--- src/riscv_consts.svh ---
// RV64I core constants.
// Widths, reset PC, opcode and funct3 encodings.
`ifndef RISCV_CONSTS_SVH
`define RISCV_CONSTS_SVH

`define XLEN            64
`define INSTR_WIDTH     32
`define OUT_ADDR_WIDTH  32
`define REG_ADDR_WIDTH  5
`define RESET_PC        32'h8000_0000

// Major opcodes.
`define OP_LUI          7'b0110111
`define OP_OP           7'b0110011
`define OP_OP_IMM       7'b0010011
`define OP_LOAD         7'b0000011
`define OP_STORE        7'b0100011

// Funct3 codes for OP and OP-IMM.
`define F3_ADD_SUB      3'b000
`define F3_SLL          3'b001
`define F3_SLT          3'b010
`define F3_SLTU         3'b011
`define F3_XOR          3'b100
`define F3_SRL_SRA      3'b101
`define F3_OR           3'b110
`define F3_AND          3'b111

// Doubleword access size for LD and SD.
`define F3_DOUBLE       3'b011

`endif

--- src/riscv_pkg.sv ---
// RV64I core shared types.
// Data words, addresses and the control select encodings.
`include "riscv_consts.svh"

package riscv_pkg;

    typedef logic [`XLEN-1:0]           xlen_t;
    typedef logic [`INSTR_WIDTH-1:0]    instr_t;
    typedef logic [`OUT_ADDR_WIDTH-1:0] addr_t;
    typedef logic [`REG_ADDR_WIDTH-1:0] reg_addr_t;

    // ALU operations.
    typedef enum logic [3:0] {
        ALU_ADD,
        ALU_SUB,
        ALU_SLL,
        ALU_SLT,
        ALU_SLTU,
        ALU_XOR,
        ALU_SRL,
        ALU_SRA,
        ALU_OR,
        ALU_AND
    } alu_op_e;

    // First ALU operand.
    typedef enum logic [1:0] {
        SRC_A_PC,
        SRC_A_OLD_PC,
        SRC_A_RS1,
        SRC_A_ZERO
    } alu_src_a_e;

    // Second ALU operand.
    typedef enum logic [1:0] {
        SRC_B_RS2,
        SRC_B_IMM,
        SRC_B_FOUR
    } alu_src_b_e;

    // Value written to the PC or the register file.
    typedef enum logic [1:0] {
        RES_ALU_REG,
        RES_MEM_DATA,
        RES_ALU
    } result_src_e;

    // Immediate forms.
    typedef enum logic [1:0] {
        IMM_I,
        IMM_S,
        IMM_U
    } imm_src_e;

endpackage

--- src/core_ctrl_if.sv ---
// Controller to datapath bus.
// Carries enables and selects one way, decoded instruction fields back.
`timescale 1ns/1ps

interface core_ctrl_if;
    import riscv_pkg::*;

    // Write enables.
    logic        pc_we;
    logic        instr_we;
    logic        reg_we;
    logic        mem_data_we;

    // Datapath selects.
    alu_op_e     alu_op;
    alu_src_a_e  alu_src_a;
    alu_src_b_e  alu_src_b;
    result_src_e result_src;
    imm_src_e    imm_src;
    logic        addr_sel;

    // Fields of the instruction register.
    logic [6:0]  op;
    logic [2:0]  funct3;
    logic        funct7_5;

    modport controller (
        output pc_we, instr_we, reg_we, mem_data_we,
        output alu_op, alu_src_a, alu_src_b, result_src, imm_src, addr_sel,
        input  op, funct3, funct7_5
    );

    modport datapath (
        input  pc_we, instr_we, reg_we, mem_data_we,
        input  alu_op, alu_src_a, alu_src_b, result_src, imm_src, addr_sel,
        output op, funct3, funct7_5
    );

endinterface

--- src/control_unit.sv ---
// Multicycle control unit.
// FSM and decoder for the datapath selects and the memory start pulses.
`timescale 1ns/1ps
`include "riscv_consts.svh"

module control_unit (
    input  logic clk,
    input  logic i_rst,
    input  logic i_done,
    output logic o_start_fetch,
    output logic o_start_read_nc,
    output logic o_start_write_nc,
    core_ctrl_if.controller ctrl
);
    import riscv_pkg::*;

    typedef enum logic [2:0] {
        S_FETCH_ISSUE,
        S_FETCH_WAIT,
        S_DECODE,
        S_EXECUTE,
        S_MEM_ADDR,
        S_MEM_READ_WAIT,
        S_MEM_WRITE_WAIT,
        S_WRITEBACK
    } state_e;

    state_e     s_state;
    state_e     s_next_state;

    logic       s_is_alu;
    logic       s_is_load;
    logic       s_is_store;
    logic       s_shift_arith;

    alu_op_e    s_dec_alu_op;
    alu_src_a_e s_dec_src_a;
    alu_src_b_e s_dec_src_b;
    imm_src_e   s_dec_imm_src;

    // Maps funct3 to an ALU operation; alt picks sub or sra.
    function automatic alu_op_e funct_to_alu_op(input logic [2:0] f3, input logic alt);
        alu_op_e op;
        case (f3)
            `F3_ADD_SUB: op = alt ? ALU_SUB : ALU_ADD;
            `F3_SLL:     op = ALU_SLL;
            `F3_SLT:     op = ALU_SLT;
            `F3_SLTU:    op = ALU_SLTU;
            `F3_XOR:     op = ALU_XOR;
            `F3_SRL_SRA: op = alt ? ALU_SRA : ALU_SRL;
            `F3_OR:      op = ALU_OR;
            default:     op = ALU_AND;
        endcase
        return op;
    endfunction

    //------------------------------------------------------------
    // Instruction decode.
    //------------------------------------------------------------
    assign s_is_alu   = (ctrl.op == `OP_OP) || (ctrl.op == `OP_OP_IMM) || (ctrl.op == `OP_LUI);
    assign s_is_load  = (ctrl.op == `OP_LOAD) && (ctrl.funct3 == `F3_DOUBLE);
    assign s_is_store = (ctrl.op == `OP_STORE) && (ctrl.funct3 == `F3_DOUBLE);

    // OP-IMM only honours bit 30 for right shifts.
    assign s_shift_arith = (ctrl.funct3 == `F3_SRL_SRA) && ctrl.funct7_5;

    always_comb begin
        s_dec_alu_op  = ALU_ADD;
        s_dec_src_a   = SRC_A_RS1;
        s_dec_src_b   = SRC_B_IMM;
        s_dec_imm_src = IMM_I;
        case (ctrl.op)
            `OP_OP: begin
                s_dec_src_b  = SRC_B_RS2;
                s_dec_alu_op = funct_to_alu_op(ctrl.funct3, ctrl.funct7_5);
            end
            `OP_OP_IMM: s_dec_alu_op = funct_to_alu_op(ctrl.funct3, s_shift_arith);
            `OP_LUI: begin
                s_dec_src_a   = SRC_A_ZERO;
                s_dec_imm_src = IMM_U;
            end
            `OP_STORE: s_dec_imm_src = IMM_S;
            default: ;
        endcase
    end

    //------------------------------------------------------------
    // Next state and datapath control.
    //------------------------------------------------------------
    always_comb begin
        s_next_state     = s_state;
        ctrl.pc_we       = 1'b0;
        ctrl.instr_we    = 1'b0;
        ctrl.reg_we      = 1'b0;
        ctrl.mem_data_we = 1'b0;
        ctrl.alu_op      = s_dec_alu_op;
        ctrl.alu_src_a   = s_dec_src_a;
        ctrl.alu_src_b   = s_dec_src_b;
        ctrl.imm_src     = s_dec_imm_src;
        ctrl.result_src  = RES_ALU_REG;
        ctrl.addr_sel    = 1'b0;

        case (s_state)
            S_FETCH_ISSUE, S_FETCH_WAIT: begin
                // PC plus four on the live ALU output.
                ctrl.alu_op     = ALU_ADD;
                ctrl.alu_src_a  = SRC_A_PC;
                ctrl.alu_src_b  = SRC_B_FOUR;
                ctrl.result_src = RES_ALU;
                if (s_state == S_FETCH_ISSUE) begin
                    s_next_state = S_FETCH_WAIT;
                end else if (i_done) begin
                    ctrl.pc_we    = 1'b1;
                    ctrl.instr_we = 1'b1;
                    s_next_state  = S_DECODE;
                end
            end
            S_DECODE: begin
                if (s_is_alu) begin
                    s_next_state = S_EXECUTE;
                end else if (s_is_load || s_is_store) begin
                    s_next_state = S_MEM_ADDR;
                end else begin
                    s_next_state = S_FETCH_ISSUE;
                end
            end
            S_EXECUTE: s_next_state = S_WRITEBACK;
            S_MEM_ADDR: begin
                ctrl.addr_sel = 1'b1;
                s_next_state  = s_is_load ? S_MEM_READ_WAIT : S_MEM_WRITE_WAIT;
            end
            S_MEM_READ_WAIT: begin
                ctrl.addr_sel = 1'b1;
                if (i_done) begin
                    ctrl.mem_data_we = 1'b1;
                    s_next_state     = S_WRITEBACK;
                end
            end
            S_MEM_WRITE_WAIT: begin
                ctrl.addr_sel = 1'b1;
                if (i_done) begin
                    s_next_state = S_FETCH_ISSUE;
                end
            end
            S_WRITEBACK: begin
                ctrl.reg_we     = 1'b1;
                ctrl.result_src = s_is_load ? RES_MEM_DATA : RES_ALU_REG;
                s_next_state    = S_FETCH_ISSUE;
            end
            default: s_next_state = S_FETCH_ISSUE;
        endcase
    end

    // State register and registered start pulses.
    always_ff @(posedge clk) begin
        if (i_rst) begin
            s_state          <= S_FETCH_ISSUE;
            o_start_fetch    <= 1'b0;
            o_start_read_nc  <= 1'b0;
            o_start_write_nc <= 1'b0;
        end else begin
            s_state          <= s_next_state;
            o_start_fetch    <= (s_state == S_FETCH_ISSUE);
            o_start_read_nc  <= (s_state == S_MEM_ADDR) && s_is_load;
            o_start_write_nc <= (s_state == S_MEM_ADDR) && s_is_store;
        end
    end

endmodule

--- src/flat_wrapper.sv ---
// flat-port wrapper written by rule: the top's interface ports become plain ports
module control_unit_flat import riscv_pkg::*;
  (clk, i_rst, i_done, o_start_fetch, o_start_read_nc, o_start_write_nc, ctrl_pc_we, ctrl_instr_we, ctrl_reg_we, ctrl_mem_data_we, ctrl_alu_op, ctrl_alu_src_a, ctrl_alu_src_b, ctrl_result_src, ctrl_imm_src, ctrl_addr_sel, ctrl_op, ctrl_funct3, ctrl_funct7_5);
  core_ctrl_if ctrl_i ();
  input  logic clk;
  input  logic i_rst;
  input  logic i_done;
  output logic o_start_fetch;
  output logic o_start_read_nc;
  output logic o_start_write_nc;
  output wire logic [$bits(ctrl_i.pc_we)-1:0] ctrl_pc_we;
  output wire logic [$bits(ctrl_i.instr_we)-1:0] ctrl_instr_we;
  output wire logic [$bits(ctrl_i.reg_we)-1:0] ctrl_reg_we;
  output wire logic [$bits(ctrl_i.mem_data_we)-1:0] ctrl_mem_data_we;
  output wire logic [$bits(ctrl_i.alu_op)-1:0] ctrl_alu_op;
  output wire logic [$bits(ctrl_i.alu_src_a)-1:0] ctrl_alu_src_a;
  output wire logic [$bits(ctrl_i.alu_src_b)-1:0] ctrl_alu_src_b;
  output wire logic [$bits(ctrl_i.result_src)-1:0] ctrl_result_src;
  output wire logic [$bits(ctrl_i.imm_src)-1:0] ctrl_imm_src;
  output wire logic [$bits(ctrl_i.addr_sel)-1:0] ctrl_addr_sel;
  input wire logic [$bits(ctrl_i.op)-1:0] ctrl_op;
  input wire logic [$bits(ctrl_i.funct3)-1:0] ctrl_funct3;
  input wire logic [$bits(ctrl_i.funct7_5)-1:0] ctrl_funct7_5;
  assign ctrl_pc_we = ctrl_i.pc_we;
  assign ctrl_instr_we = ctrl_i.instr_we;
  assign ctrl_reg_we = ctrl_i.reg_we;
  assign ctrl_mem_data_we = ctrl_i.mem_data_we;
  assign ctrl_alu_op = ctrl_i.alu_op;
  assign ctrl_alu_src_a = ctrl_i.alu_src_a;
  assign ctrl_alu_src_b = ctrl_i.alu_src_b;
  assign ctrl_result_src = ctrl_i.result_src;
  assign ctrl_imm_src = ctrl_i.imm_src;
  assign ctrl_addr_sel = ctrl_i.addr_sel;
  assign ctrl_i.op = ctrl_op;
  assign ctrl_i.funct3 = ctrl_funct3;
  assign ctrl_i.funct7_5 = ctrl_funct7_5;
  control_unit u_core (.clk(clk), .i_rst(i_rst), .i_done(i_done), .o_start_fetch(o_start_fetch), .o_start_read_nc(o_start_read_nc), .o_start_write_nc(o_start_write_nc), .ctrl(ctrl_i));
endmodule
--- config.mk ---
export PLATFORM = sky130hd
export DESIGN_NAME = control_unit_flat
export DESIGN_NICKNAME = d
export VERILOG_FILES = /design/src/riscv_pkg.sv /design/src/core_ctrl_if.sv /design/src/control_unit.sv /design/src/flat_wrapper.sv
export VERILOG_INCLUDE_DIRS = /design/src
export SDC_FILE = /design/constraint.sdc
export NUM_CORES = 1
export LEC_CHECK = 0
export BUFFER_PORTS_ARGS = -buffer_cell sky130_fd_sc_hd__buf_2
export CAP_MARGIN = 20
export CORE_MARGIN = 5
export CORE_UTILIZATION = 30
export DETAILED_ROUTE_END_ITERATION = 6
export GPL_TIMING_DRIVEN = 0
export PLACE_DENSITY = 0.68
export SYNTH_ARGS = -nofsm -noshare
export SYNTH_HDL_FRONTEND = slang
export SYNTH_SLANG_ARGS = --single-unit
--- constraint.sdc ---
create_clock -name clk -period 1.8 [get_ports clk]
set_clock_uncertainty 0.05 [all_clocks]
set_input_delay 0.36 -clock clk [delete_from_list [all_inputs] [get_ports clk]]
set_output_delay 0.36 -clock clk [all_outputs]
set_load 0.01 [all_outputs]
Word level (Yosys, flattened, before mapping)

Index checks and enable logic that the tools add are counted.

Bits in registers: 6
Input port bits: 14
Output and inout bits: 20
Word-level logic and storage cells: 67

Equality and inequality tests: 21
Mux-type cells: 29
Reductions and logical operators: 13

Operator list:

| cell                 | number |
|---|---|
| $pmux W4 S7          | 2 |
| $eq A3 B3 Y1 const B | 7 |
| $eq A7 B6 Y1 const B | 3 |
| $pmux W3 S7          | 1 |
| $mux W3              | 6 |
| $mux W1              | 13 |
| $eq A3 B2 Y1 const B | 4 |
| $pmux W2 S2          | 2 |
| $pmux W4 S2          | 1 |
| $eq A7 B2 Y1 const B | 1 |
| $eq A7 B5 Y1 const B | 1 |
| $eq A3 B1 Y1 const B | 2 |
| $logic_not A3 Y1     | 2 |
| $mux W2              | 3 |
| $logic_and A1 B1 Y1  | 5 |
| $mux W4              | 1 |
| $ne A2 B2 Y1 const B | 2 |
| $logic_or A1 B1 Y1   | 3 |
| $ne A3 B2 Y1 const B | 1 |
| $reduce_and A3 Y1    | 1 |
| $reduce_or A3 Y1     | 1 |
| $reduce_or A2 Y1     | 1 |

Logic depth before layout (Yosys ltp)

Depth after elaboration: 6
Depth in mapped cells: 5
Gate-level depth less buffers: 4

Worst setup path after synthesis

No wires, ideal clock.

Path type: input port to output port
From: input port ctrl_op[3]
To: output port ctrl_result_src[0]
Data arrival time: 1428 ps
Data required time: 1390 ps
Setup slack: -38 ps
Stages on the path: 4
Buffers on the path: 0
Cells stage by stage: and4bb_1 or4b_4 nor2_1 and2_1

Word-level cells in the longest chain between the ends: 4

Ends and longest elaborated chain:

| item                   | RTL line            | text |
|---|---|---|
| start: declaration     | flat_wrapper.sv:21  | `input wire logic [$bits(ctrl_i.op)-1:0] ctrl_op;` |
| $eq A7 B2 Y1 (no line) | --                  |  |
| $logic_and A1 B1 Y1    | control_unit.sv:61  | `` assign s_is_load = (ctrl.op == `OP_LOAD) && (ctrl.funct3 == `F3_DOUBLE); `` |
| $mux W1                | control_unit.sv:147 | `ctrl.result_src = s_is_load ? RES_MEM_DATA : RES_ALU_REG;` |
| $pmux W2 S2            | control_unit.sv:103 | `case (s_state)` |
| end: declaration       | flat_wrapper.sv:18  | `output wire logic [$bits(ctrl_i.result_src)-1:0] ctrl_result_src;` |

Every way passes these cells.

Worst setup path in the final report

Ends and elaborated chain as after synthesis.

==> impl_metrics.csv <==
group,metric,value,unit
setup_path,crit_type,"primary input to output pin",
synthesis,mappedNetlistNets,79,
pwr,power.leakage,0.000386,uW
setup_path,path_delay_family,"simple AND/OR/NAND/NOR gates",
global_routing,grtUsageTotal,0.120,
pwr,power_frac_seq,0.351,
synthesis,netlist_area,464,um2
setup_path,required,1.39,ns
global_routing,antenna_found_initial,0,
timing,period_share,1.12,
clock_network,cts_tree,"done",
floorplan,die_w,49.3,um
setup_path,path_cells,"buf_6 > and4bb_2 > or4b_4 > nor2_4 > and2_4 > buf_6",
synthesis,syn_area_per_cell,7.14,um2
timing,slew_viol_final,0,
floorplan,ios,34,
clock_network,clock_latency,0.23,ns
clock_network,clk_pin_slew_worst_paths,0.04,ns
placed_design,dp_cells,114,
global_routing,grt_first_pass_wirelength,2.32,mm
finish,antenna_cells,0,
synthesis,ys_top_cells_by_count,"nor2_1, dfxtp_1, inv_1, nand2_1, nor3_1",
synthesis,synth-edff-count,0,
setup_path,end_kind,"output pin",
finish,multiInputGateArea,354,um2
floorplan,die-area,0.00243,mm2
synthesis,yosysMostFrequentCell,"nor2_1",
timing,setup_ws,-0.210,ns
routing,drt-initial-drc-count,9,
finish,fin_area,783,um2
timing,setup_viol_count_final,5,
hold_path,whs_path_depth,2,
finish,nets,121,
clock_network,h-tree-depth,1,
routing,wl,1.53,mm
setup_path,worst-path-buf-inv,2,
clock_network,numCtsBuffers,3,
floorplan,core,0.00149,mm2
timing,worstMarginPinSlew,0.437,ns
placed_design,dpl_cell_area,657,um2
placed_design,port_buffers,33,
pwr,clockPowerShare,0.263,
timing,clock.fmax,0.498,GHz
pwr,p_comb_frac,0.386,
routing,drt_pre_antenna_iters,4,
placed_design,hpwl,1.12,mm
pwr,pwr_density_cell,574,mW/mm2
clock_network,clock_tree.root_cell,"clkbuf_4",
synthesis,ys_seq_elements,6,
synthesis,synth.distinct_cells,26,
routing,post_drt_wl_per_cell,12.6,um
synthesis,synth_top_cell_area_share,0.259,
floorplan,die_y,49.3,um
routing,met2WireLength,790,um
timing,rsz0062_at_grt,"yes",
timing,finalHoldViolCount,0,
synthesis,syn_inst,65,
synthesis,netlist_top_cells_area,"dfxtp_1, nor3_1, nor2_1, a21oi_1, buf_4",
setup_path,cp.depth,6,
routing,via_per_inst,5.26,
clock_network,cts_sinks,6,
synthesis,synth_largest_area_cell,"dfxtp_1",
pwr,ir_drop,229,uV
pwr,report.power.total,449,uW
synthesis,synthArstFlopShare,0,
setup_path,critPathSlowestCell,"or4b_4",
pwr,power.switching,154,uW
timing,slew-limit-headroom,0.701,
finish,drive_gt1_frac,0.562,
hold_path,hp-class,"primary input to flip-flop",
setup_path,worstPathArrival,1.60,ns
pwr,swShare,0.343,
routing,dr_wl_met3,151,um
synthesis,yosysSeqAreaShare,0.259,
routing,drcViolationCount,0,
finish,n_fill_cell,156,
global_routing,grt_max_degree,11,
routing,vias,637,
setup_path,cp_common_cell,"buf_6",
routing,ant_nets,0,
clock_network,clockBufferDepth,2,
placed_design,place_congestion,0.788,
global_routing,overflow,0,
routing,highest_layer,"met4",
setup_path,worstRegToRegCells,4,
finish,final-seq-area,120,um2
finish,area_growth_syn_to_layout,68.7,%
pwr,internal_power,296,uW
run_status,violations,"setup timing",
floorplan,row_count,14,
timing,min_period,2.01,ns
run_status,status,"complete, but fails checks",
synthesis,synth_flop_cell,"dfxtp_1",
floorplan,start_util,0.312,
routing,wl_met1,577,um
job,max-cap-violations,0,
timing,fin_tns_setup,-0.807,ns
setup_path,critPathMaxFanout,3,
synthesis,synth_warnings,0,
global_routing,grt_pass1_vias,594,
setup_path,crit_path_max_incr_delay,0.50,ns
clock_network,cts-hold-fix-buffers,0,
setup_path,start_kind,"primary input",
finish,layoutNonFillerInstCount,121,
per-layer routing:
layer  global-route usage  up-vias
met1                0.128      288
met5                    0        -
met3               0.0245        2
met4               0.0673        0
met2                0.212       31
li1                     -      316
final timing paths:
path                          start              endpoint  slack (ns)
setup reg to reg  u_core.s_state[0]     u_core.s_state[0]        0.49
hold reg to reg   u_core.s_state[1]  u_core.o_start_fetch        0.54
setup / recovery         ctrl_op[3]    ctrl_result_src[0]       -0.21
hold / removal                i_rst     u_core.s_state[2]        0.30
timing repair:
| action | CTS | global route |
|---|---|---|
| gates resized for setup | 11 | 7 |
| endpoints found under the hold margin | 0 | 0 |
| endpoints found under the setup margin | 5 | 11 |
| pin swaps | 5 | 4 |
| setup buffers | 5 | 0 |
state kept, by name, indices dropped and copies added (netlist names):
register / count
u_core.o_start_read_nc: 1
u_core.o_start_write_nc: 1
u_core.s_state: 3
u_core.o_start_fetch: 1
cells by family after synthesis:
family,share of synthesized area
buf+inv,0.0970
simple gates,0.369
flops,0.259
compound gates,0.275
power groups by stage:
stage,Sequential [uW],Combinational [uW],Clock (uW)
floorplan,159,91.8,0
global placement,159,156,0
detailed placement,160,158,0
CTS,157,168,126
global route,159,190,132
finish,158,174,118
area by class of cell:
type,count,area share
buffer,3,0.0288
clock buffer,3,0.0288
inverter,6,0.0288
multi-input combinational,50,0.452
sequential,6,0.153
tap,16,0.0256
timing repair buffer,37,0.283
cells in the final DEF, fill, tap and decap left out, types with 3 or more instances in the layout:
| master | n |
|---|---|
| buf_2 | 30 |
| dfxtp_1 | 6 |
| buf_4 | 5 |
| clkbuf_4 | 3 |
| a21oi_1 | 4 |
| nor3_1 | 4 |
| inv_1 | 6 |
| nor2_2 | 3 |
| nor2_1 | 3 |
| buf_6 | 5 |
| o21ai_0 | 4 |
| nand2b_1 | 3 |
| nand2_1 | 5 |
metrics by stage:
stage	hold slack, ns	setup WS [ns]	util
floorplan	0.372	-0.0352	-
detailed placement	0.509	-0.320	0.441
global route	0.310	-0.255	0.526
global placement	0.500	-0.313	0.441
finish	0.304	-0.210	0.526
CTS	0.292	-0.218	0.515
No activity file was read; power rests on OpenSTA's default activity.
