$ cat config.mk
export PLATFORM = sky130hd
export DESIGN_NAME = datapath_flat
export DESIGN_NICKNAME = d
export VERILOG_FILES = /design/src/riscv_pkg.sv /design/src/core_ctrl_if.sv /design/src/alu.sv /design/src/register_file.sv /design/src/extend_imm.sv /design/src/datapath.sv /design/src/flat_wrapper.sv
export VERILOG_INCLUDE_DIRS = /design/src
export SDC_FILE = /design/constraint.sdc
export NUM_CORES = 2
export LEC_CHECK = 0
export BUFFER_PORTS_ARGS = -buffer_cell sky130_fd_sc_hd__buf_2
export CAP_MARGIN = 20
export CORE_UTILIZATION = 33
export DETAILED_ROUTE_END_ITERATION = 8
export HOLD_SLACK_MARGIN = 0.02
export SLEW_MARGIN = 20
export SYNTH_ARGS = -nofsm -noshare
export SYNTH_HDL_FRONTEND = slang
export SYNTH_SLANG_ARGS = --single-unit
$ cat constraint.sdc
create_clock -name clk -period 14.25 [get_ports clk]
set_clock_uncertainty 0.05 [all_clocks]
set_input_delay 1.425 -clock clk [delete_from_list [all_inputs] [get_ports clk]]
set_output_delay 1.425 -clock clk [all_outputs]
set_load 0.05 [all_outputs]
$ cat src/riscv_consts.svh
// RV64I core constants.
// Widths, reset PC, opcode and funct3 encodings.
`ifndef RISCV_CONSTS_SVH
`define RISCV_CONSTS_SVH

`define XLEN            64
`define INSTR_WIDTH     32
`define OUT_ADDR_WIDTH  32
`define REG_ADDR_WIDTH  5
`define RESET_PC        32'h8000_0000

// Major opcodes.
`define OP_LUI          7'b0110111
`define OP_OP           7'b0110011
`define OP_OP_IMM       7'b0010011
`define OP_LOAD         7'b0000011
`define OP_STORE        7'b0100011

// Funct3 codes for OP and OP-IMM.
`define F3_ADD_SUB      3'b000
`define F3_SLL          3'b001
`define F3_SLT          3'b010
`define F3_SLTU         3'b011
`define F3_XOR          3'b100
`define F3_SRL_SRA      3'b101
`define F3_OR           3'b110
`define F3_AND          3'b111

// Doubleword access size for LD and SD.
`define F3_DOUBLE       3'b011

`endif

$ cat src/riscv_pkg.sv
// RV64I core shared types.
// Data words, addresses and the control select encodings.
`include "riscv_consts.svh"

package riscv_pkg;

    typedef logic [`XLEN-1:0]           xlen_t;
    typedef logic [`INSTR_WIDTH-1:0]    instr_t;
    typedef logic [`OUT_ADDR_WIDTH-1:0] addr_t;
    typedef logic [`REG_ADDR_WIDTH-1:0] reg_addr_t;

    // ALU operations.
    typedef enum logic [3:0] {
        ALU_ADD,
        ALU_SUB,
        ALU_SLL,
        ALU_SLT,
        ALU_SLTU,
        ALU_XOR,
        ALU_SRL,
        ALU_SRA,
        ALU_OR,
        ALU_AND
    } alu_op_e;

    // First ALU operand.
    typedef enum logic [1:0] {
        SRC_A_PC,
        SRC_A_OLD_PC,
        SRC_A_RS1,
        SRC_A_ZERO
    } alu_src_a_e;

    // Second ALU operand.
    typedef enum logic [1:0] {
        SRC_B_RS2,
        SRC_B_IMM,
        SRC_B_FOUR
    } alu_src_b_e;

    // Value written to the PC or the register file.
    typedef enum logic [1:0] {
        RES_ALU_REG,
        RES_MEM_DATA,
        RES_ALU
    } result_src_e;

    // Immediate forms.
    typedef enum logic [1:0] {
        IMM_I,
        IMM_S,
        IMM_U
    } imm_src_e;

endpackage

$ cat src/core_ctrl_if.sv
// Controller to datapath bus.
// Carries enables and selects one way, decoded instruction fields back.
`timescale 1ns/1ps

interface core_ctrl_if;
    import riscv_pkg::*;

    // Write enables.
    logic        pc_we;
    logic        instr_we;
    logic        reg_we;
    logic        mem_data_we;

    // Datapath selects.
    alu_op_e     alu_op;
    alu_src_a_e  alu_src_a;
    alu_src_b_e  alu_src_b;
    result_src_e result_src;
    imm_src_e    imm_src;
    logic        addr_sel;

    // Fields of the instruction register.
    logic [6:0]  op;
    logic [2:0]  funct3;
    logic        funct7_5;

    modport controller (
        output pc_we, instr_we, reg_we, mem_data_we,
        output alu_op, alu_src_a, alu_src_b, result_src, imm_src, addr_sel,
        input  op, funct3, funct7_5
    );

    modport datapath (
        input  pc_we, instr_we, reg_we, mem_data_we,
        input  alu_op, alu_src_a, alu_src_b, result_src, imm_src, addr_sel,
        output op, funct3, funct7_5
    );

endinterface

$ cat src/alu.sv
// 64-bit integer ALU.
// Add, subtract, shifts, compares and bitwise logic for RV64I.
`timescale 1ns/1ps
`include "riscv_consts.svh"

module alu (
    input  riscv_pkg::alu_op_e i_alu_op,
    input  riscv_pkg::xlen_t   i_src_1,
    input  riscv_pkg::xlen_t   i_src_2,
    output riscv_pkg::xlen_t   o_result
);
    import riscv_pkg::*;

    localparam int SHAMT_WIDTH = $clog2(`XLEN);

    logic [SHAMT_WIDTH-1:0] s_shamt;

    // Only the low six bits count as the shift amount.
    assign s_shamt = i_src_2[SHAMT_WIDTH-1:0];

    always_comb begin
        case (i_alu_op)
            ALU_ADD:  o_result = i_src_1 + i_src_2;
            ALU_SUB:  o_result = i_src_1 - i_src_2;
            ALU_SLL:  o_result = i_src_1 << s_shamt;
            ALU_SLT:  o_result = xlen_t'($signed(i_src_1) < $signed(i_src_2));
            ALU_SLTU: o_result = xlen_t'(i_src_1 < i_src_2);
            ALU_XOR:  o_result = i_src_1 ^ i_src_2;
            ALU_SRL:  o_result = i_src_1 >> s_shamt;
            ALU_SRA:  o_result = xlen_t'($signed(i_src_1) >>> s_shamt);
            ALU_OR:   o_result = i_src_1 | i_src_2;
            ALU_AND:  o_result = i_src_1 & i_src_2;
            default:  o_result = '0;
        endcase
    end

endmodule

$ cat src/register_file.sv
// Integer register file, 32 x 64 bits.
// Two combinational read ports, one clocked write port, x0 reads as zero.
`timescale 1ns/1ps
`include "riscv_consts.svh"

module register_file (
    input  logic                 clk,
    input  logic                 i_we,
    input  riscv_pkg::reg_addr_t i_addr_1,
    input  riscv_pkg::reg_addr_t i_addr_2,
    input  riscv_pkg::reg_addr_t i_addr_3,
    input  riscv_pkg::xlen_t     i_write_data,
    output riscv_pkg::xlen_t     o_read_data_1,
    output riscv_pkg::xlen_t     o_read_data_2
);
    import riscv_pkg::*;

    xlen_t s_regs [2**`REG_ADDR_WIDTH];

    // Write port, x0 stays untouched.
    always_ff @(posedge clk) begin
        if (i_we && (i_addr_3 != '0)) begin
            s_regs[i_addr_3] <= i_write_data;
        end
    end

    assign o_read_data_1 = (i_addr_1 == '0) ? '0 : s_regs[i_addr_1];
    assign o_read_data_2 = (i_addr_2 == '0) ? '0 : s_regs[i_addr_2];

endmodule

$ cat src/extend_imm.sv
// Immediate generator.
// Builds sign-extended I, S and U immediates from the instruction.
`timescale 1ns/1ps
`include "riscv_consts.svh"

module extend_imm (
    input  riscv_pkg::imm_src_e i_imm_src,
    input  riscv_pkg::instr_t   i_instr,
    output riscv_pkg::xlen_t    o_imm_ext
);
    import riscv_pkg::*;

    always_comb begin
        case (i_imm_src)
            IMM_I:   o_imm_ext = {{(`XLEN-12){i_instr[31]}}, i_instr[31:20]};
            IMM_S:   o_imm_ext = {{(`XLEN-12){i_instr[31]}}, i_instr[31:25], i_instr[11:7]};
            // Upper 20 bits, then sign from bit 31.
            IMM_U:   o_imm_ext = {{(`XLEN-32){i_instr[31]}}, i_instr[31:12], 12'b0};
            default: o_imm_ext = '0;
        endcase
    end

endmodule

$ cat src/datapath.sv
// Multicycle datapath.
// Architectural and staging registers, register file, ALU and operand muxing.
`timescale 1ns/1ps
`include "riscv_consts.svh"

module datapath (
    input  logic              clk,
    input  logic              i_rst,
    input  riscv_pkg::instr_t i_instr,
    input  riscv_pkg::xlen_t  i_data_non_cacheable,
    output riscv_pkg::addr_t  o_fetch_addr,
    output riscv_pkg::addr_t  o_addr_non_cacheable,
    output riscv_pkg::xlen_t  o_data_non_cacheable,
    core_ctrl_if.datapath     ctrl
);
    import riscv_pkg::*;

    // Registered state.
    xlen_t  s_reg_pc;
    xlen_t  s_reg_old_pc;
    instr_t s_reg_instr;
    xlen_t  s_reg_data_1;
    xlen_t  s_reg_data_2;
    xlen_t  s_reg_alu_result;
    xlen_t  s_reg_mem_data;

    // Combinational nets.
    xlen_t  s_read_data_1;
    xlen_t  s_read_data_2;
    xlen_t  s_imm_ext;
    xlen_t  s_src_a;
    xlen_t  s_src_b;
    xlen_t  s_alu_result;
    xlen_t  s_result;
    addr_t  s_out_addr;

    assign ctrl.op       = s_reg_instr[6:0];
    assign ctrl.funct3   = s_reg_instr[14:12];
    assign ctrl.funct7_5 = s_reg_instr[30];

    //------------------------------------------------------------
    // Submodules.
    //------------------------------------------------------------
    register_file rf (
        .clk           ( clk                 ),
        .i_we          ( ctrl.reg_we         ),
        .i_addr_1      ( s_reg_instr[19:15]  ),
        .i_addr_2      ( s_reg_instr[24:20]  ),
        .i_addr_3      ( s_reg_instr[11:7]   ),
        .i_write_data  ( s_result            ),
        .o_read_data_1 ( s_read_data_1       ),
        .o_read_data_2 ( s_read_data_2       )
    );

    extend_imm imm_ext (
        .i_imm_src ( ctrl.imm_src ),
        .i_instr   ( s_reg_instr  ),
        .o_imm_ext ( s_imm_ext    )
    );

    alu alu_unit (
        .i_alu_op ( ctrl.alu_op  ),
        .i_src_1  ( s_src_a      ),
        .i_src_2  ( s_src_b      ),
        .o_result ( s_alu_result )
    );

    //------------------------------------------------------------
    // Operand and result selection.
    //------------------------------------------------------------
    always_comb begin
        case (ctrl.alu_src_a)
            SRC_A_PC:     s_src_a = s_reg_pc;
            SRC_A_OLD_PC: s_src_a = s_reg_old_pc;
            SRC_A_RS1:    s_src_a = s_reg_data_1;
            default:      s_src_a = '0;
        endcase

        case (ctrl.alu_src_b)
            SRC_B_RS2:  s_src_b = s_reg_data_2;
            SRC_B_IMM:  s_src_b = s_imm_ext;
            SRC_B_FOUR: s_src_b = xlen_t'(4);
            default:    s_src_b = '0;
        endcase

        case (ctrl.result_src)
            RES_MEM_DATA: s_result = s_reg_mem_data;
            RES_ALU:      s_result = s_alu_result;
            default:      s_result = s_reg_alu_result;
        endcase
    end

    // One address bus serves fetches and data accesses.
    assign s_out_addr = ctrl.addr_sel ? s_reg_alu_result[`OUT_ADDR_WIDTH-1:0]
                                      : s_reg_pc[`OUT_ADDR_WIDTH-1:0];

    assign o_fetch_addr         = s_out_addr;
    assign o_addr_non_cacheable = s_out_addr;
    assign o_data_non_cacheable = s_reg_data_2;

    //------------------------------------------------------------
    // Registers.
    //------------------------------------------------------------
    always_ff @(posedge clk) begin
        if (i_rst) begin
            s_reg_pc <= xlen_t'(`RESET_PC);
        end else if (ctrl.pc_we) begin
            s_reg_pc <= s_result;
        end
    end

    // Instruction and its own PC are captured together.
    always_ff @(posedge clk) begin
        if (ctrl.instr_we) begin
            s_reg_instr  <= i_instr;
            s_reg_old_pc <= s_reg_pc;
        end
        if (ctrl.mem_data_we) begin
            s_reg_mem_data <= i_data_non_cacheable;
        end
    end

    // Staging registers load every cycle.
    always_ff @(posedge clk) begin
        s_reg_data_1     <= s_read_data_1;
        s_reg_data_2     <= s_read_data_2;
        s_reg_alu_result <= s_alu_result;
    end

endmodule

$ cat src/flat_wrapper.sv
// flat-port wrapper written by rule: the top's interface ports become plain ports
module datapath_flat import riscv_pkg::*;
  (clk, i_rst, i_instr, i_data_non_cacheable, o_fetch_addr, o_addr_non_cacheable, o_data_non_cacheable, ctrl_pc_we, ctrl_instr_we, ctrl_reg_we, ctrl_mem_data_we, ctrl_alu_op, ctrl_alu_src_a, ctrl_alu_src_b, ctrl_result_src, ctrl_imm_src, ctrl_addr_sel, ctrl_op, ctrl_funct3, ctrl_funct7_5);
  core_ctrl_if ctrl_i ();
  input  logic clk;
  input  logic i_rst;
  input  riscv_pkg::instr_t i_instr;
  input  riscv_pkg::xlen_t i_data_non_cacheable;
  output riscv_pkg::addr_t o_fetch_addr;
  output riscv_pkg::addr_t o_addr_non_cacheable;
  output riscv_pkg::xlen_t o_data_non_cacheable;
  input wire logic [$bits(ctrl_i.pc_we)-1:0] ctrl_pc_we;
  input wire logic [$bits(ctrl_i.instr_we)-1:0] ctrl_instr_we;
  input wire logic [$bits(ctrl_i.reg_we)-1:0] ctrl_reg_we;
  input wire logic [$bits(ctrl_i.mem_data_we)-1:0] ctrl_mem_data_we;
  input wire logic [$bits(ctrl_i.alu_op)-1:0] ctrl_alu_op;
  input wire logic [$bits(ctrl_i.alu_src_a)-1:0] ctrl_alu_src_a;
  input wire logic [$bits(ctrl_i.alu_src_b)-1:0] ctrl_alu_src_b;
  input wire logic [$bits(ctrl_i.result_src)-1:0] ctrl_result_src;
  input wire logic [$bits(ctrl_i.imm_src)-1:0] ctrl_imm_src;
  input wire logic [$bits(ctrl_i.addr_sel)-1:0] ctrl_addr_sel;
  output wire logic [$bits(ctrl_i.op)-1:0] ctrl_op;
  output wire logic [$bits(ctrl_i.funct3)-1:0] ctrl_funct3;
  output wire logic [$bits(ctrl_i.funct7_5)-1:0] ctrl_funct7_5;
  assign ctrl_i.pc_we = ctrl_pc_we;
  assign ctrl_i.instr_we = ctrl_instr_we;
  assign ctrl_i.reg_we = ctrl_reg_we;
  assign ctrl_i.mem_data_we = ctrl_mem_data_we;
  assign ctrl_i.alu_op = ctrl_alu_op;
  assign ctrl_i.alu_src_a = ctrl_alu_src_a;
  assign ctrl_i.alu_src_b = ctrl_alu_src_b;
  assign ctrl_i.result_src = ctrl_result_src;
  assign ctrl_i.imm_src = ctrl_imm_src;
  assign ctrl_i.addr_sel = ctrl_addr_sel;
  assign ctrl_op = ctrl_i.op;
  assign ctrl_funct3 = ctrl_i.funct3;
  assign ctrl_funct7_5 = ctrl_i.funct7_5;
  datapath u_core (.clk(clk), .i_rst(i_rst), .i_instr(i_instr), .i_data_non_cacheable(i_data_non_cacheable), .o_fetch_addr(o_fetch_addr), .o_addr_non_cacheable(o_addr_non_cacheable), .o_data_non_cacheable(o_data_non_cacheable), .ctrl(ctrl_i));
endmodule
* Yosys cells after proc, flatten, opt, wreduce, memory -nomap -nowiden
Memories as Yosys holds them, arrays and structs flattened. A register that Yosys moved wholly into a read port is not among the register bits. Index checks and enable logic that the tools add are counted.
Cells by class: mux-type cells 8, magnitude comparators 2, bitwise operators 3, equality and inequality tests 17, add/sub/neg operators 2, reduce and logical (&&, ||, !) cells 8, shift operators 3
Operators with widths (number):
- one-hot mux 64 bit (10 select lines) | 1
- one-hot mux 64 bit (3 select lines) | 3
- < comparator 64 bit | 2
- one-hot mux 64 bit (2 select lines) | 1
- adder 64 bit | 1
- AND 64 bit | 1
- bitwise OR 64 bit | 1
- << shifter 64 x 6 -> 64 bit | 1
- >> shifter 64 x 6 -> 64 bit | 1
- >>> shifter 64 x 6 -> 64 bit | 1
- subtractor 64 bit | 1
- XOR 64 bit | 1
- 2-to-1 mux 32 bit | 1
- equality test 4 x 3 -> 1 bit (second input constant) | 4
- zero test 5 bit | 2
- equality test 2 x 1 -> 1 bit (second input constant) | 4
- equality test 2 bit (second input constant) | 4
- equality test 4 x 2 -> 1 bit (second input constant) | 2
- equality test 4 bit (second input constant) | 2
- zero test 2 bit | 3
- nonzero test 5 bit | 1
- equality test 4 x 1 -> 1 bit (second input constant) | 1
- zero test 4 bit | 1
- 2-to-1 mux 1 bit | 2
- logical AND 1 bit | 1
Word-level totals: memory bits (writable) 2048, input bits 115, memories kept 1, word-level logic and storage cells 49, bits in registers 288, output and inout bits 139
Memories:
- u_core.rf.s_regs | depth 32, width 64, read ports 2, clocked after Yosys merged registers in 2, write ports 1, line register_file.sv:18 | xlen_t s_regs [2**`REG_ADDR_WIDTH];

* Depth between registers and ports, before layout
word-level depth 6, depth in mapped cells 24, depth with buffers taken out 19

* Modules after synthesis
From an unflattened synthesis, not the netlist that was laid out.
Second synthesis, totals: cells, all modules 8691, area total of the unflattened synthesis 129551.8 µm²
Modules (own cells, without submodules):
- register_file | seq. area each 61499.0 µm², area an instance 93922.6 µm², cells each 4565, times used 1
- alu | seq. area each 0.0 µm², area an instance 18547.8 µm², cells each 2804, times used 1
- datapath | seq. area each 9929.5 µm², area an instance 16479.6 µm², cells each 1241, times used 1
- extend_imm | seq. area each 0.0 µm², area an instance 601.8 µm², cells each 81, times used 1

* Least setup slack after synthesis
OpenSTA, ideal clock, no wires.
path type input to register, from input ctrl_reg_we, to memory u_core.rf.s_regs[26][0] (netlist bit) (enable), path slack 5.971 ns, library setup time 0.644 ns, data arrival time 7.585 ns, data required time 13.556 ns, stages 2, buffers on the path 0, path through nand2_1 nor4_1
On the way: longest elaborated chain between the ends 3
RTL lines:
- from (decl) | line flat_wrapper.sv:14 | input wire logic [$bits(ctrl_i.reg_we)-1:0] ctrl_reg_we;
- logical AND 1 bit | line register_file.sv:22 | if (i_we && (i_addr_3 != '0)) begin
- 2-to-1 mux 1 bit | line register_file.sv:22
- 2-to-1 mux 1 bit (not written as such) | line register_file.sv:23 | s_regs[i_addr_3] <= i_write_data;
- to (decl) | line register_file.sv:18
Every way passes these cells.

* Final worst setup path
from input ctrl_alu_src_a[1], to memory u_core.rf.s_regs[27][0] (netlist bit) (data pin)
On the way: longest elaborated chain between the ends 5, elaborated cells on any way between the ends 16, those cells by class add/sub (2); order compare (2); eq/ne (2); shift (3); mux (3); bitwise (3); reduce/logical (1)
RTL lines:
- from (decl) | line flat_wrapper.sv:17 | input wire logic [$bits(ctrl_i.alu_src_a)-1:0] ctrl_alu_src_a;
- equality test 2 bit, or another cell as far along | line datapath.sv:72 | case (ctrl.alu_src_a)
- one-hot mux 64 bit (3 select lines) * | line datapath.sv:72
- subtractor 64 bit, or another cell as far along | line alu.sv:24 | ALU_SUB: o_result = i_src_1 - i_src_2;
- one-hot mux 64 bit (10 select lines) * | line alu.sv:22 | case (i_alu_op)
- named net u_core.alu_unit.o_result[0] | line alu.sv:10 | output riscv_pkg::xlen_t o_result
- one-hot mux 64 bit (2 select lines) * | line datapath.sv:86 | case (ctrl.result_src)
- named net u_core.rf.i_write_data[0] | line register_file.sv:12 | input riscv_pkg::xlen_t i_write_data,
The timed path passes the listed nets; every way through them passes the cells marked *.

==> out/metrics.cfg <==
[outcome]
status = finished, final reports clean

[routing]
wl_per_cell_um = 39.4
drt_iter0_markers = 13200
via_count = 89500
totalWireLength_um = 550000
drcViolationCount = 0
ant_nets = 0
drtPass1Iterations = 7
viasPerCell = 6.41

[sta]
fmax_mhz = 117
setup-violations-final = 0
slew_headroom_pct = 9.92
period_minus_slack_ns = 8.56
setup_tns_ns = 0
worst_slew_pin_slew_ns = 1.35
rsz0062_at_grt = false
hold_viol_final = 0
timing.hold.ws_ns = 0.365
finalCritPeriodShare_pct = 60.0
finalMaxSlewViolations = 0

[min_path]
hold_start = u_core.s_reg_pc[38]$_SDFFE_PP0P_
hold_class = reg -> reg

[setup_path]
critPathLaunchType = input port
crit_start = ctrl_alu_src_a[1]
end_kind = flop
crit_type = in -> reg
crit_arrival_ns = 9.04
reg2reg_from = u_core.s_reg_instr[20]$_DFFE_PP_
cp_max_fo = 32
critical_path_required_ns = 14.73

[logic_synthesis]
async_reset_ff_share_pct = 0
ys_warn_count = 0
synth_ff_type = edfxtp_1
synth-edff-count = 2208
post_synth.cell_area_avg_um2 = 15.6
synth_cells = 8297
synth-seq-area-share_pct = 55.1
netlist_area_um2 = 130000
synth.distinct_cells = 99
synth-seq-cells = 2464

[power]
powerDensity_nw_per_um2 = 141
peakVddDrop_v = 0.000121
total_power_mw = 20.8
p_leak_nw = 49.7

[die]
core_area_um2 = 390000
die_y_um = 629
die-area_um2 = 396000
rows = 229
fp.dieW_um = 629
ios = 254
initial_utilization_pct = 33.2

[global_routing]
antenna_found_initial = 60
grt_max_degree = 137
grt_remaining_overflow = 0
grt_pass1_wl_um = 744000
grt_use_total_pct = 27.0
grt_pass1_vias = 88000

[clocking]
insertion_delay_ns = 0.94
htreeDepth = 5
clockBufferDepth = 4
clk_pin_slew_ns = 0.06
clock-sinks = 2464
cts_made_buffers = 265
cts_resized = 0
ctsHoldBuffers = 0
cts_tree = yes
ctsRootBufferMaster = clkbuf_16
cts_setup_buffers = 0

[finish]
fin_util_pct = 37.7
drive_gt1_share_pct = 29.0
layout_commonest_cell = edfxtp_1
syn_to_final_growth_pct = 13.4
layout_common_cells = 2,208 x edfxtp_1, 1,325 x mux4_2, 492 x mux2i_1
final_nets = 8833
finalNonFillerCells = 14000

[placement]
place_inst = 13400
gp_congestion = 1.06
numPortBuffers = 253
dp_hpwl_um = 370000

[flow_run]
drv_cap = 0

## critical path, cell delays in order
cell	delay (ns)
buf_4	0.49
mux2i_1	0.29
nor2_1	0.06
a21oi_1	0.61
ha_1	0.35
inv_1	0.08
fa_1	0.49
nor2b_1	0.16
o21a_1	0.22
o311a_1	0.46
o21ai_1	0.61
a21oi_1	0.18
nor3_1	0.60
o21ai_0	0.36
o31ai_1	0.48
o21ai_1	0.41
o211ai_1	0.37
a221oi_1	0.34
nor2_2	0.98
## metrics by stage
stage	setup WS [ns]	instance area, um^2
floorplan	5.97	130000
global placement	4.47	138000
detailed placement	5.13	138000
CTS	6.05	147000
global route	5.66	147000
finish	5.69	147000
## routing by layer
| layer | routed length [um] | up-vias | part of all wire, % | GRT usage, % |
|---|---|---|---|---|
| li1 | - | 34700 | - | - |
| met1 | 206000 | 47700 | 37 | 34.7 |
| met2 | 254000 | 5887 | 46 | 42.7 |
| met3 | 56900 | 1186 | 10 | 6.38 |
| met4 | 32500 | 30 | 5.9 | 13.7 |
| met5 | 214 | - | 0.039 | 0 |
## report_power, final
| part | total (mW) | leakage [nW] | switching (mW) | internal, mW |
|---|---|---|---|---|
| Combinational | 4.94 | 23.0 | 3.40 | 1.54 |
| Clock | 7.02 | 4.23 | 2.99 | 4.03 |
| Sequential | 8.84 | 22.5 | 0.366 | 8.48 |
## area by class of cell
type | instances | area [um^2]
antenna | 37 | 92.6
clock inverter | 131 | 1460
multi-input combinational | 4994 | 55500
fill | 36100 | 243000
inverter | 214 | 820
sequential | 2464 | 71400
clock buffer | 345 | 7250
timing repair buffer | 582 | 4080
tap | 5197 | 6500
## logic make-up (layout without fill, tap and decap cells)
logic type / after synthesis / count (layout) / synth area share [%]
compound gates: 1478 / 1478 / 7.87
xor+xnor: 24 / 24 / 0.162
fa+ha+maj: 197 / 197 / 1.91
buf+inv: 902 / 1272 / 2.90
flops: 2464 / 2464 / 55.1
mux: 1887 / 1887 / 27.4
other cells: 1 / 101 / 0.00289
simple gates: 1344 / 1344 / 4.69
## path summary, 6_finish.rpt
check                                      endpoint  slack (ns)  cells past startpoint
setup / recovery  u_core.rf.s_regs[27][0]$_DFFE_PP_        5.69                     19
hold / removal    u_core.s_reg_old_pc[38]$_DFFE_PP_        0.37                      0
setup reg to reg  u_core.rf.s_regs[27][0]$_DFFE_PP_        5.79                     18
hold reg to reg   u_core.s_reg_old_pc[38]$_DFFE_PP_        0.37                      0
## cell usage after synthesis, types with 46 or more instances
library cell	n	area [um^2]
nand2_1	381	1430
nand3_1	71	355
buf_1	134	503
mux2i_1	492	4920
nor3_1	90	450
mux2_2	67	754
nor2_1	511	1920
a21oi_1	344	1720
o21ai_0	195	976
inv_1	205	769
a31oi_1	46	288
buf_4	61	458
o2bb2ai_1	75	657
a221oi_1	58	508
edfxtp_1	2208	66300
clkbuf_1	448	1680
a21o_1	85	638
o211ai_1	77	578
o22ai_1	83	519
mux4_2	1325	29800
dfxtp_1	256	5120
ha_1	195	2440
## sequential cells by signal, indices dropped and copies added (netlist names)
signal                       count
u_core.s_reg_mem_data           64
u_core.s_reg_pc                 64
u_core.s_reg_data_1             64
u_core.s_reg_old_pc             64
u_core.s_reg_instr              32
u_core.o_data_non_cacheable     64
u_core.s_reg_alu_result         64
u_core.rf.s_regs              2048
Note: power is estimated with default switching activity, not from simulation.
